**config.mk**
```make
export PLATFORM = sky130hd
export DESIGN_NAME = branch_fold
export DESIGN_NICKNAME = d
export VERILOG_FILES = /design/src/source/control_path_pkg.sv /design/src/source/branch_fold.sv
export VERILOG_INCLUDE_DIRS = /design/src /design/src/source
export SDC_FILE = /design/constraint.sdc
export NUM_CORES = 1
export LEC_CHECK = 0
export ABC_AREA = 0
export ABC_CLOCK_PERIOD_IN_PS = 2200
export BUFFER_PORTS_ARGS = -buffer_cell sky130_fd_sc_hd__buf_2
export CORE_ASPECT_RATIO = 0.6
export CORE_MARGIN = 2
export CORE_UTILIZATION = 25
export CTS_BUF_LIST = sky130_fd_sc_hd__clkbuf_16
export CTS_CLUSTER_SIZE = 12
export DETAILED_ROUTE_END_ITERATION = 16
export MAX_ROUTING_LAYER = met4
export PLACE_DENSITY = 0.4
export SLEW_MARGIN = 20
export SYNTH_ARGS = -nofsm -noshare
export SYNTH_HDL_FRONTEND = slang
export SYNTH_SLANG_ARGS = --single-unit
```
**constraint.sdc**
```tcl
create_clock -name clock -period 2.2 [get_ports clock]
set_clock_uncertainty 0.2 [all_clocks]
set_input_delay 0.11 -clock clock [delete_from_list [all_inputs] [get_ports clock]]
set_output_delay 0.11 -clock clock [all_outputs]
set_load 0.02 [all_outputs]
```
**src/source/control_path_defs.svh**
```systemverilog
`ifndef CONTROL_PATH_DEFS_SVH
`define CONTROL_PATH_DEFS_SVH

// ****************************************
// threads and word sizes

`define CP_THREAD_COUNT         4
`define CP_THREAD_WIDTH         2
`define CP_WORD_WIDTH           32
`define CP_WRITE_ADDR_WIDTH     10
`define CP_PC_WIDTH             8

// ****************************************
// write address map

// the instruction window covers one write address per instruction word
`define CP_I_DEPTH              256
`define CP_I_BASE               'h000
`define CP_BRANCH_BASE          'h200
`define CP_BRANCHES_PER_THREAD  2

// ****************************************
// fetch timing and thread start PCs

// thread t begins at t times the stride
`define CP_THREAD_STRIDE        64
`define CP_TAP_DEPTH            1

`endif
```
**src/source/control_path_pkg.sv**
```systemverilog
`default_nettype none

`include "control_path_defs.svh"

package control_path_pkg;

    // conditions are tested on the thread's previous result word
    typedef enum logic [1:0] {
        cond_always   = 2'd0,
        cond_zero     = 2'd1,
        cond_nonzero  = 2'd2,
        cond_negative = 2'd3
    } branch_cond_e;

    typedef struct packed {
        logic [3:0]                         opcode;
        logic [`CP_WRITE_ADDR_WIDTH-1:0]    d;
        logic [8:0]                         a;
        logic [8:0]                         b;
    } instr_t;

    typedef struct packed {
        logic                       enable;
        logic                       annul;
        branch_cond_e               condition;
        logic [`CP_PC_WIDTH-1:0]    origin;
        logic [`CP_PC_WIDTH-1:0]    destination;
        logic [11:0]                unused;
    } branch_entry_t;

    // one write data word, read as an instruction or as a branch entry
    typedef union packed {
        instr_t         instr;
        branch_entry_t  branch;
    } write_word_u;

endpackage

`default_nettype wire

```
**src/source/branch_fold.sv**
```systemverilog
`timescale 1ns/1ns
`default_nettype none

`include "control_path_defs.svh"

module branch_fold (
    input  wire                                 clock,
    input  wire                                 rst_n,
    input  wire                                 write_en,
    input  wire  [`CP_WRITE_ADDR_WIDTH-1:0]     write_addr,
    input  wire  control_path_pkg::write_word_u write_data,
    input  wire  [`CP_PC_WIDTH-1:0]             pc,
    input  wire  [`CP_THREAD_WIDTH-1:0]         thread,
    input  wire  [`CP_WORD_WIDTH-1:0]           result,
    output logic                                jump,
    output logic [`CP_PC_WIDTH-1:0]             destination,
    output logic                                cancel
);

    localparam int WA_W       = `CP_WRITE_ADDR_WIDTH;
    localparam int PC_W       = `CP_PC_WIDTH;
    localparam int PER_THREAD = `CP_BRANCHES_PER_THREAD;
    localparam int ENTRIES    = `CP_THREAD_COUNT * PER_THREAD;
    localparam int IDX_W      = $clog2(ENTRIES);

    logic [WA_W-1:0]    b_offset;
    logic               b_we;
    logic [IDX_W-1:0]   b_idx;

    logic                           enable_q [0:ENTRIES-1];
    logic                           annul_q  [0:ENTRIES-1];
    control_path_pkg::branch_cond_e cond_q   [0:ENTRIES-1];
    logic [PC_W-1:0]                origin_q [0:ENTRIES-1];
    logic [PC_W-1:0]                dest_q   [0:ENTRIES-1];

    function automatic logic cond_holds(
        input control_path_pkg::branch_cond_e cond,
        input logic [`CP_WORD_WIDTH-1:0]      value
    );
        logic holds;
        case (cond)
            control_path_pkg::cond_always:   holds = 1'b1;
            control_path_pkg::cond_zero:     holds = (value == '0);
            control_path_pkg::cond_nonzero:  holds = (value != '0);
            control_path_pkg::cond_negative: holds = value[`CP_WORD_WIDTH-1];
            default:                         holds = 1'b0;
        endcase
        return holds;
    endfunction

    // ****************************************
    // branch table writes

    // the entry index is thread times entries per thread plus entry number
    assign b_offset = write_addr - WA_W'(`CP_BRANCH_BASE);
    assign b_we     = write_en & (b_offset < WA_W'(ENTRIES));
    assign b_idx    = b_offset[IDX_W-1:0];

    always_ff @(posedge clock or negedge rst_n) begin
        if (!rst_n) begin
            for (int i = 0; i < ENTRIES; i++) begin
                enable_q[i] <= 1'b0;
            end
        end else if (b_we) begin
            enable_q[b_idx] <= write_data.branch.enable;
        end
    end

    always_ff @(posedge clock) begin
        if (b_we) begin
            annul_q[b_idx]  <= write_data.branch.annul;
            cond_q[b_idx]   <= write_data.branch.condition;
            origin_q[b_idx] <= write_data.branch.origin;
            dest_q[b_idx]   <= write_data.branch.destination;
        end
    end

    // ****************************************
    // origin match and priority

    // walking from the last entry down lets entry 0 override any other match
    always_comb begin
        logic [IDX_W-1:0] idx;
        jump        = 1'b0;
        destination = '0;
        cancel      = 1'b0;
        for (int e = PER_THREAD - 1; e >= 0; e--) begin
            idx = IDX_W'(int'(thread) * PER_THREAD + e);
            if (enable_q[idx] && (origin_q[idx] == pc) && cond_holds(cond_q[idx], result)) begin
                jump        = 1'b1;
                destination = dest_q[idx];
                cancel      = annul_q[idx];
            end
        end
    end

endmodule

`default_nettype wire

```
==> out/qor.yml <==
crit_fanout: 5
ir_drop_mv: 0.617
violations: "setup timing"
hold_path_depth: 4
critPathArrivalTime_ns: 2.57
dr.pass1.iters: 5
syn_to_final_growth_pct: 36.3
fillers: 2405
total_power_w: 0.00673
synthDistinctLibCells: 29
final_cell_mix: "edfxtp_1 (152), buf_2 (75), mux4_2 (39)"
fin_hold_ws_ns: 0.169
routedWlPerCell_um: 20.2
regArea_mm2: 0.00476
cp-start-kind: "flop"
rows: 45
slew_viol_final: 0
max_freq_mhz: 347
multiInputGateArea_mm2: 0.00180
io_buffers: 84
clock-sinks: 160
period_needed_ns: 2.88
syn_inst: 294
yosys_register_bits: 160
slowest_delay_ns: 0.50
vias: 3492
clk_pin_slew_ns: 0.07
io_pins: 97
layout_commonest_cell: "edfxtp_1"
drc: 0
gp_congestion: 0.705
htreeDepth: 4
setup_violations: 10
syn_area_per_cell_um2: 21.9
dr.first_iter.drc_count: 249
grt_pass1_vias: 3821
path_buf_inv: 1
status: "finished with violations"
antenna_left: 0
cts-buffers-inserted: 17
rsz0062_at_grt: "true"
syn_nets: 381
reg2reg_depth: 2
cts-root-buf: "clkbuf_16"
cts_setup_buffers: 0
die_y_um: 128
slowest_stage: "mux4_2"
p_per_area_mw_per_mm2: 767
critPathTopFamily: "multiplexers"
yosys_warnings: 0
endpoint_kind: "output pin"
diodes: 0
ctsLongestPathBuffers: 2
finalCritPeriodShare_pct: 131
grt_pass1_wl_um: 24000
fp.dieW_um: 211
fin_nets: 543
drt_wl_total_um: 16200
track_usage_pct: 12.9
antenna_found_initial: 0
cts_tree: "yes"
max_cap_viol_count: 0
cp_num_cells: 7
dpl.hpwl_um: 11300
worst_pin_slew_ns: 0.455
finalHoldViolations: 0
syn_area_mm2: 0.00644
criticalPathCategory: "flop to output pin"
viasPerCell: 4.38
layout_setup_ws_ns: -0.685
crit_path_cell_trace: "mux4_2 > xnor2_2 > nand4_1 > nor2_4 > o211ai_4 > mux2_4 > buf_6"
start_util_pct: 25.5
crit_required_ns: 1.89
coreArea_mm2: 0.0253
grt_start_max_net_pins: 18
grt_overflow: 0
die_area_mm2: 0.0271
hp-class: "input port to flop"
relSlewSlack_pct: 69.5
drive_above_1_share_pct: 52.2
p_leak_nw: 3.00
clk_latency_ns: 0.41
synth-seq-area-share_pct: 74.0
==> sequential cells by signal, indices dropped and copies added, names as in the netlist <==
| signal | count |
|---|---|
| enable_q | 8 |
| cond_q | 16 |
| dest_q | 64 |
| annul_q | 8 |
| origin_q | 64 |
==> power by group <==
part	leakage [nW]	total (W)	switching [W]	internal [W]
clock	0.282	0.00298	0.00127	0.00171
sequential	1.48	0.00333	0.00000147	0.00333
combinational	1.25	0.000413	0.000197	0.000216
==> cells in the mapped netlist <==
cell,number,area [um^2]
nand4_1,4,25.0
mux4_1,10,263
buf_4,2,15.0
mux4_2,30,676
nor2_1,7,26.3
nor2_2,1,6.26
nand4_2,1,12.5
edfxtp_1,152,4560
and2_1,1,6.26
o2111ai_2,1,15.0
dfrtp_1,8,200
buf_6,2,22.5
buf_2,2,10.0
mux2i_1,1,10.0
o211ai_4,1,21.3
mux2_2,8,90.1
nand2_1,2,7.51
nor4bb_1,1,10.0
o31ai_1,2,15.0
nor3_1,7,35.0
o21ba_2,1,10.0
nor4b_1,4,35.0
nand2b_1,2,12.5
buf_1,2,7.51
xnor2_1,16,140
mux2_1,9,101
nor4_1,9,56.3
nand3b_1,1,7.51
nand3_1,7,35.0
==> metrics by stage <==
| step | instances | setup WS, ns | utilization (%) | setup TNS, ns | cell area (um^2) |
|---|---|---|---|---|---|
| after detailed placement | 740 | -0.524 | 30.6 | -4.80 | 7740 |
| after global routing | 798 | -0.796 | 34.7 | -7.50 | 8770 |
| after CTS | 798 | -0.760 | 34.6 | -7.12 | 8740 |
| after floorplan | 294 | -0.0726 | - | -0.580 | 6480 |
| final | 798 | -0.685 | 34.7 | -6.38 | 8770 |
| after global placement | 740 | -0.587 | 30.6 | -5.48 | 7740 |
==> cell families (layout without fill, tap and decap cells) <==
kind of cell | after synthesis | in the layout | share of synthesized area [%]
muxes | 58 | 58 | 17.7
DFF | 160 | 160 | 74.0
AOI/OAI and AO/OA | 5 | 6 | 0.952
xor gates and xnor gates | 16 | 16 | 2.18
and+or+nand+nor | 47 | 47 | 4.28
buffers and inverters | 8 | 182 | 0.855
==> layout make-up <==
class / count / area share (%)
sequential: 160 / 54.3
multi-input combinational: 127 / 20.5
timing repair buffer: 150 / 13.6
clock buffer: 17 / 4.85
tap: 329 / 4.69
clock inverter: 15 / 2.01
==> final timing paths <==
path                                startpoint        endpoint  slack (ns)
worst max register to register     enable_q[6]     enable_q[6]        0.70
worst min register to register     enable_q[1]     enable_q[1]        0.31
worst min-delay path             write_addr[0]     enable_q[0]        0.17
min in group asynchronous                rst_n     enable_q[2]        0.48
worst max-delay path            origin_q[6][4]  destination[3]       -0.68
max in group asynchronous                rst_n     enable_q[3]        1.03
==> worst register-to-register path, delay by kind of cell (launching register included) <==
| family | cells | cell delay, ns |
|---|---|---|
| muxes | 1 | 0.25 |
| DFF | 1 | 0.38 |
| buffers and inverters | 1 | 0.55 |
==> timing repair <==
item	CTS	global route
gates resized for setup	38	13
endpoints found under the hold margin	168	0
hold buffers	25	0
pin swaps	7	9
gates cloned	1	0
endpoints found under the setup margin	10	10
==> metal layers <==
| layer | up-vias | global-route usage, % | part of all wire [%] | routed length [um] |
|---|---|---|---|---|
| met2 | 93 | 18.6 | 43 | 6900 |
| li1 | 1577 | - | - | - |
| met4 | 0 | 3.23 | 0.59 | 95 |
| met5 | - | - | 0 | 0 |
| met3 | 9 | 2.52 | 4.3 | 688 |
| met1 | 1813 | 18.7 | 52 | 8470 |
(Power assumes the default switching activity.)
