--- src/source/control_path_defs.svh ---
`ifndef CONTROL_PATH_DEFS_SVH
`define CONTROL_PATH_DEFS_SVH

// ****************************************
// threads and word sizes

`define CP_THREAD_COUNT         4
`define CP_THREAD_WIDTH         2
`define CP_WORD_WIDTH           32
`define CP_WRITE_ADDR_WIDTH     10
`define CP_PC_WIDTH             8

// ****************************************
// write address map

// the instruction window covers one write address per instruction word
`define CP_I_DEPTH              256
`define CP_I_BASE               'h000
`define CP_BRANCH_BASE          'h200
`define CP_BRANCHES_PER_THREAD  2

// ****************************************
// fetch timing and thread start PCs

// thread t begins at t times the stride
`define CP_THREAD_STRIDE        64
`define CP_TAP_DEPTH            1

`endif
--- src/source/thread_pc.sv ---
`timescale 1ns/1ns
`default_nettype none

`include "control_path_defs.svh"

module thread_pc (
    input  wire                             clock,
    input  wire                             rst_n,
    input  wire                             jump,
    input  wire  [`CP_PC_WIDTH-1:0]         destination,
    input  wire                             issue_ready,
    output logic [`CP_PC_WIDTH-1:0]         pc,
    output logic [`CP_THREAD_WIDTH-1:0]     thread
);

    localparam int PC_W    = `CP_PC_WIDTH;
    localparam int THR_W   = `CP_THREAD_WIDTH;
    localparam int THREADS = `CP_THREAD_COUNT;

    logic [PC_W-1:0]    pc_store [0:THREADS-1];
    logic [PC_W-1:0]    next_pc;
    logic [THR_W-1:0]   next_thread;

    // ****************************************
    // round-robin thread counter

    always_comb begin
        if (thread == THR_W'(THREADS - 1)) begin
            next_thread = '0;
        end else begin
            next_thread = thread + 1'b1;
        end
    end

    always_ff @(posedge clock or negedge rst_n) begin
        if (!rst_n) begin
            thread <= '0;
        end else begin
            thread <= next_thread;
        end
    end

    // ****************************************
    // per-thread PC store

    // the issuing thread's PC is read straight from its entry
    assign pc = pc_store[thread];

    // a stalled instruction is issued again on the thread's next turn,
    // otherwise a folded branch takes precedence over the sequential step
    always_comb begin
        if (!issue_ready) begin
            next_pc = pc;
        end else if (jump) begin
            next_pc = destination;
        end else begin
            next_pc = pc + 1'b1;
        end
    end

    always_ff @(posedge clock or negedge rst_n) begin
        if (!rst_n) begin
            for (int t = 0; t < THREADS; t++) begin
                pc_store[t] <= PC_W'(t * `CP_THREAD_STRIDE);
            end
        end else begin
            pc_store[thread] <= next_pc;
        end
    end

endmodule

`default_nettype wire

--- config.mk ---
export PLATFORM = sky130hd
export DESIGN_NAME = thread_pc
export DESIGN_NICKNAME = d
export VERILOG_FILES = /design/src/source/thread_pc.sv
export VERILOG_INCLUDE_DIRS = /design/src /design/src/source
export SDC_FILE = /design/constraint.sdc
export NUM_CORES = 1
export LEC_CHECK = 0
export BUFFER_PORTS_ARGS = -buffer_cell sky130_fd_sc_hd__buf_2
export CORE_ASPECT_RATIO = 0.7
export CORE_MARGIN = 4
export CORE_UTILIZATION = 50
export DETAILED_ROUTE_END_ITERATION = 16
export PLACE_DENSITY = 0.7
export SYNTH_ARGS = -nofsm -noshare
export SYNTH_HDL_FRONTEND = slang
export SYNTH_SLANG_ARGS = --single-unit
--- constraint.sdc ---
create_clock -name clock -period 4.8 [get_ports clock]
set_input_delay 0.96 -clock clock [delete_from_list [all_inputs] [get_ports clock]]
set_output_delay 0.96 -clock clock [all_outputs]
set_load 0.005 [all_outputs]
==> results of run 1 <==
[final cells by class]
type | instances | share of cell area
Sequential cell | 34 | 0.429
Clock buffer | 5 | 0.0345
Clock inverter | 3 | 0.0201
Multi-Input combinational cell | 98 | 0.427
Tap cell | 47 | 0.0295
Timing Repair Buffer | 21 | 0.0527
Inverter | 4 | 0.00753
[per-stage QoR]
stage,total power [mW],cells,utilization
after global routing,0.814,212,0.613
after floorplan,0.470,143,-
after global placement,0.512,204,0.579
after CTS,0.778,212,0.613
after detailed placement,0.522,204,0.579
final,0.776,212,0.613
[kinds of logic after synthesis]
group	share of synthesized area
buffers and inverters	0.0285
AOI/OAI and AO/OA	0.112
DFF	0.487
muxes	0.250
and+or+nand+nor	0.0869
adders and majority gates	0.0356
[where the power goes]
group	switching, mW	total (mW)	internal, mW
logic	0.0795	0.157	0.0777
registers	0.0242	0.362	0.338
clock network	0.104	0.256	0.153
[final timing paths]
check                                to  slack (ps)  cells after the start
min reg2reg                pc_store[17]         500                      1
max reg2reg                 pc_store[4]        2230                      6
max                               pc[1]        1910                      2
min in group asynchronous  pc_store[17]         730                      1
max in group asynchronous  pc_store[31]        3600                      1
min                        pc_store[17]         500                      1
[layer usage]
layer	share of wire	vias to the layer above	wire length (µm)
li1	-	579	-
met1	0.42	639	1560
met2	0.50	38	1860
met3	0.067	9	248
met4	0.018	0	66
met5	0	-	0
[layout by cell type (no fill, tap or decap)]
cell | Yosys | routed
mux2_2 | 20 | 20
mux4_2 | 7 | 7
mux4_1 | 1 | 1
o31ai_1 | 1 | 1
o211a_1 | 1 | 1
a41oi_1 | 4 | 4
nor2_1 | 14 | 14
nor3_1 | 1 | 1
buf_2 | 1 | 21
inv_1 | 4 | 4
dfstp_2 | 4 | 4
nand3_2 | 1 | 1
nand2_1 | 7 | 7
nand3_1 | 3 | 3
clkbuf_8 | 0 | 5
clkinv_2 | 0 | 2
o22ai_1 | 5 | 5
ha_1 | 5 | 5
mux2i_1 | 3 | 3
and2_0 | 1 | 1
dfrtp_1 | 30 | 30
a21oi_1 | 9 | 9
or4_4 | 1 | 1
a31oi_1 | 5 | 5
and3_1 | 3 | 3
o221ai_1 | 1 | 1
or4_1 | 1 | 1
a31oi_2 | 1 | 1
o21ai_0 | 3 | 3
bufinv_16 | 0 | 1
[state kept, by name, indices dropped and copies added, names as in the netlist]
| name | flops |
|---|---|
| pc_store | 32 |
| thread | 2 |
==> results by group, run 1 <==
Finish
  – Final net count: 181
  – Design Area, Final: 0.00199 mm²
  – Area grow syn2layout: 13.5%
  – Share of layout cells above drive strength 1: 0.382
  – Multi-input gate area: 851 µm²
  – Fillers: 261
  – Area occupied by registers: 856 µm²
  – ANT cells: 0

Place
  – HPWL Detailed: 2620 µm
  – Port-buffer cells: 21
  – Routability cong.: 0.776
  – Placement Cell Area: 0.00189 mm²
  – Pre-CTS WS: 2220 ps

Critical path
  – Cells along the critical path: mux4_1 -> buf_2
  – CP Launch Point: thread[0]
  – Crit path max-delay cell type: dfrtp_1
  – Critical Path AT: 1930 ps
  – CP startpoint kind: flip-flop
  – Critical path peak fanout: 13
  – Worst r2r src: thread[0]
  – CP delay by family, top: flip-flops
  – CP Data Required Time: 3840 ps
  – Max incr delay on CP: 770 ps
  – Crit path kind: flip-flop to primary output
  – Crit path buf inv count: 1
  – CP endpoint kind: primary output

Synth
  – Yosys warnings: 0
  – Post-synth EDFFs: 0
  – Synth Cell Area: 0.00176 mm²
  – Most common library cells after synthesis: 30 x dfrtp_1, 20 x mux2_2, 14 x nor2_1, 9 x a21oi_1
  – Top cell type's share of synthesized area: 0.427
  – Post-synth net total: 160
  – Cell taking the most area after synthesis: dfrtp_1
  – Count leader, synth: dfrtp_1
  – Ys async rst share: 1.00
  – Primary FF master, synth: dfrtp_1
  – Avg Inst Size Synth: 12.3 µm²
  – Synth area leaders: dfrtp_1 43%, mux2_2 13%, mux4_2 9.0%, dfstp_2 6.0%, ha_1 3.6%
  – Distinct cells, synth: 30
  – Seq/Total Area, Yosys: 0.487
  – Post-Synthesis Cells: 143
  – #FFs+latches synth: 34

Detailed routing
  – Remaining DRCs: 0
  – Via density: 5.97
  – Detailed Route Iter0 Violations: 51
  – WL final: 3730 µm
  – Routed length per instance: 17.6 µm
  – Via count: 1265
  – Antenna-violating nets left: 0
  – Pre-antenna DRT Iters: 5

Clock tree
  – CTS Buf Count: 5
  – Worst-skew pair later-pin latency: 290 ps
  – Worst-path clk slew: 70 ps
  – Root buffer cell: clkbuf_8
  – # H-tree levels: 2
  – Post-CTS Hold Buffers: 0
  – Postcts setup bufs: 0
  – CTS tree: built
  – CTS sink count: 34
  – CTS resizes: 0
  – Max clock buf depth: 2

Timing
  – Slew Viols, Final: 0
  – Unrepaired setup endpoints after global routing: no
  – Worst slew margin: 0.507
  – Final period utilization: 0.603
  – Final worst path period need: 2890 ps
  – Worst hold margin: 502 ps
  – Final setup TNS: 0 ps
  – Final hold vios: 0
  – Worst-margin pin slew: 739 ps
  – Clk_skew: 4.90 ps
  – F_max: 346 MHz
  – Setup WS post-layout: 1910 ps
  – Final setup viols: 0

GRT
  – Global-route wire length before repair: 6180 µm
  – M2 GR Usage: 0.289
  – Initial antenna violation count: 0
  – GR peak layer: met2
  – Largest net degree at the start of global routing: 35
  – Total global routing overflow: 0
  – Tot GR Track Use: 0.183
  – Met3 global-route usage: 0.0741
  – Met1 track demand over resource: 0.216
  – Number of global-route vias before repair: 1316

Floorplan
  – Die area: 0.00454 mm²
  – Core Footprint: 0.00325 mm²
  – Row count: 17
  – Number of top-level pins: 22
  – Starting Density: 0.540
  – Chip height: 57.6 µm
  – Die X: 78.8 µm

Worst hold path
  – Hold crit path type: flip-flop to flip-flop
  – Min-delay src: pc_store[17]

Job
  – Max-cap viol count: 0

Power and ir drop
  – VDD IR max: 0.000213 V
  – Pleak: 0.857 nW
  – PD cells: 389 mW/mm²

Outcome
  – Status: completed
No activity file was read; power rests on OpenSTA's default activity.
==> run 2: changes to the inputs <==
- ABC_AREA: unset -> 1
- clock period: 4.8 -> 3 ns (I/O delays scaled with it)
==> results by group, run 2 <==
Outcome
  – Status: completed

Detailed routing
  – Detailed Route Iter0 Violations: 166
  – Pre-antenna DRT Iters: 4
  – Routed length per instance: 13.6 µm
  – Antenna-violating nets left: 0
  – Remaining DRCs: 0
  – Via count: 1770
  – WL final: 4780 µm
  – Via density: 5.03

Power and ir drop
  – VDD IR max: 0.000357 V
  – PD cells: 529 mW/mm²
  – Total Power: 1.16 mW
  – Pleak: 1.20 nW

Synth
  – Count leader, synth: nand2_1
  – Primary FF master, synth: dfrtp_1
  – Post-Synthesis Cells: 282
  – Synth Cell Area: 0.00200 mm²
  – Post-synth EDFFs: 0
  – Cell taking the most area after synthesis: dfrtp_1
  – #FFs+latches synth: 34
  – Top cell type's share of synthesized area: 0.375
  – Ys async rst share: 1.00
  – Post-synth net total: 299
  – Distinct cells, synth: 25
  – Avg Inst Size Synth: 7.11 µm²
  – Most common library cells after synthesis: 123 x nand2_1, 30 x dfrtp_1, 30 x inv_1, 26 x nand3_1, 14 x o21ai_0
  – Yosys warnings: 0
  – Synth area leaders: dfrtp_1 37%, nand2_1 23%, nand3_1 6.5%, inv_1 5.6%, dfstp_2 5.2%
  – Seq/Total Area, Yosys: 0.427

Critical path
  – Worst r2r src: thread[1]
  – CP startpoint kind: flip-flop
  – CP delay by family, top: flip-flops
  – CP Data Required Time: 2400 ps
  – Max incr delay on CP: 590 ps
  – Reg2Reg Depth: 14
  – Crit path kind: flip-flop to primary output
  – Critical Path AT: 1670 ps
  – Reg-to-reg slack, setup: 860 ps
  – CP endpoint kind: primary output
  – Cells along the critical path: buf_4 -> nand2_1 -> nand3_1 -> nand2_1 -> inv_1 -> buf_2
  – CP most frequent cell: nand2_1
  – Crit path buf inv count: 3
  – Critical path peak fanout: 14
  – Crit path max-delay cell type: dfrtp_1
  – RR Endpoint: pc_store[30]

Floorplan
  – Starting Density: 0.543
  – Core Footprint: 0.00369 mm²
  – Row count: 18
  – Die X: 83.7 µm
  – Die area: 0.00510 mm²
  – Chip height: 61.0 µm
  – Number of top-level pins: 22

Clock tree
  – CTS sink count: 34
  – Post-CTS Hold Buffers: 0
  – Max clock buf depth: 2
  – CTS tree: built
  – CTS Buf Count: 5
  – # H-tree levels: 2
  – Postcts setup bufs: 0
  – Worst-path clk slew: 80 ps
  – Worst-skew pair later-pin latency: 280 ps
  – CTS resizes: 0
  – Root buffer cell: clkbuf_8

Finish
  – ANT cells: 0
  – Most frequent cells in the layout: 123 x nand2_1, 30 x inv_1, 30 x dfrtp_1, 26 x nand3_1, 21 x buf_2
  – Largest register FFs: 32
  – Biggest regs: pc_store x32, thread x2
  – Multi-input gate area: 943 µm²
  – Final Non-Filler Cells: 352
  – Share of layout cells above drive strength 1: 0.182
  – Largest register by flop count: pc_store
  – Area occupied by registers: 856 µm²
  – Final net count: 318
  – Area grow syn2layout: 9.80%
  – Fillers: 351
  – Commonest non-fill, non-tap cell in the layout: nand2_1

Timing
  – Final hold vios: 0
  – F_max: 440 MHz
  – Slew Viols, Final: 0
  – Final setup viols: 0
  – Unrepaired setup endpoints after global routing: no
  – Setup WS post-layout: 727 ps
  – Worst slew margin: 0.483
  – Worst-margin pin slew: 775 ps
  – Worst hold margin: 386 ps
  – Final worst path period need: 2270 ps
  – Clk_skew: 6.07 ps
  – Final setup TNS: 0 ps
  – Final period utilization: 0.758

Place
  – Port-buffer cells: 21
  – Pre-CTS WS: 903 ps
  – Post-Place Cells: 344
  – Routability cong.: 0.848
  – HPWL Detailed: 3390 µm

GRT
  – Tot GR Track Use: 0.207
  – Number of global-route vias before repair: 1571
  – Initial antenna violation count: 0
  – Largest net degree at the start of global routing: 35
  – Global-route wire length before repair: 8110 µm
  – Total global routing overflow: 0

Job
  – Max-cap viol count: 0

Worst hold path
  – Hold crit path type: input port to async pin
run 2: through the flow:
| stage | util | instance area (µm²) |
|---|---|---|
| 2_1_floorplan | - | 2000 |
| 3_3_place_gp | 0.570 | 2110 |
| 3_5_place_dp | 0.570 | 2110 |
| 4_1_cts | 0.596 | 2200 |
| 5_1_grt | 0.596 | 2200 |
| 6_report | 0.596 | 2200 |
run 2: final cells by class:
class,instances,share of cell area
Tap cell,50,0.0284
Clock buffer,6,0.0375
Multi-Input combinational cell,205,0.429
Inverter,33,0.0597
Clock inverter,2,0.00569
Timing Repair Buffer,22,0.0512
Sequential cell,34,0.389
run 2: worst max path at each step:
| stage | start | end | slack, ps | cells after the start |
|---|---|---|---|---|
| after floorplan | thread[0] | pc_store[14] | 1070 | 15 |
| after global placement | thread[1] | pc_store[14] | 990 | 14 |
| after detailed placement | thread[1] | pc_store[30] | 900 | 14 |
| after CTS | thread[0] | pc[7] | 740 | 6 |
| after global routing | thread[0] | pc[7] | 620 | 6 |
| final | thread[0] | pc[7] | 730 | 6 |
run 2: cell families (layout without fill, tap and decap cells):
| family | after synthesis | in the layout | synth area share |
|---|---|---|---|
| buffers and inverters | 43 | 63 | 0.102 |
| AND/OR/NAND/NOR | 174 | 174 | 0.365 |
| flip-flops | 34 | 34 | 0.427 |
| AO/OA/AOI/OAI | 26 | 26 | 0.0743 |
| adder cells (fa/ha/maj) | 5 | 5 | 0.0312 |
run 2: report_power, final:
part           leakage [nW]  switching, mW  internal, mW
clock network        0.0472          0.174         0.185
registers             0.395         0.0354         0.527
logic                 0.758          0.155        0.0867
total                  1.20          0.365         0.799
run 2: worst register-to-register path, stage by stage, from the launching register on:
cell	delay [ps]
dfrtp_1	610
inv_2	200
nand3_1	140
o21ai_2	90
inv_1	120
ha_1	180
nand2_1	90
nor2_2	160
nand2_1	60
nand2_1	50
nand3_1	60
nand2_1	60
nand2_1	90
nand2_1	80
nand2_1	50
run 2: metal layers:
layer	global-route usage	up-vias	routed length, µm
met1	0.328	809	2550
li1	-	906	-
met3	0.0651	4	404
met2	0.270	51	1800
met4	0.0459	0	37
met5	0	-	0
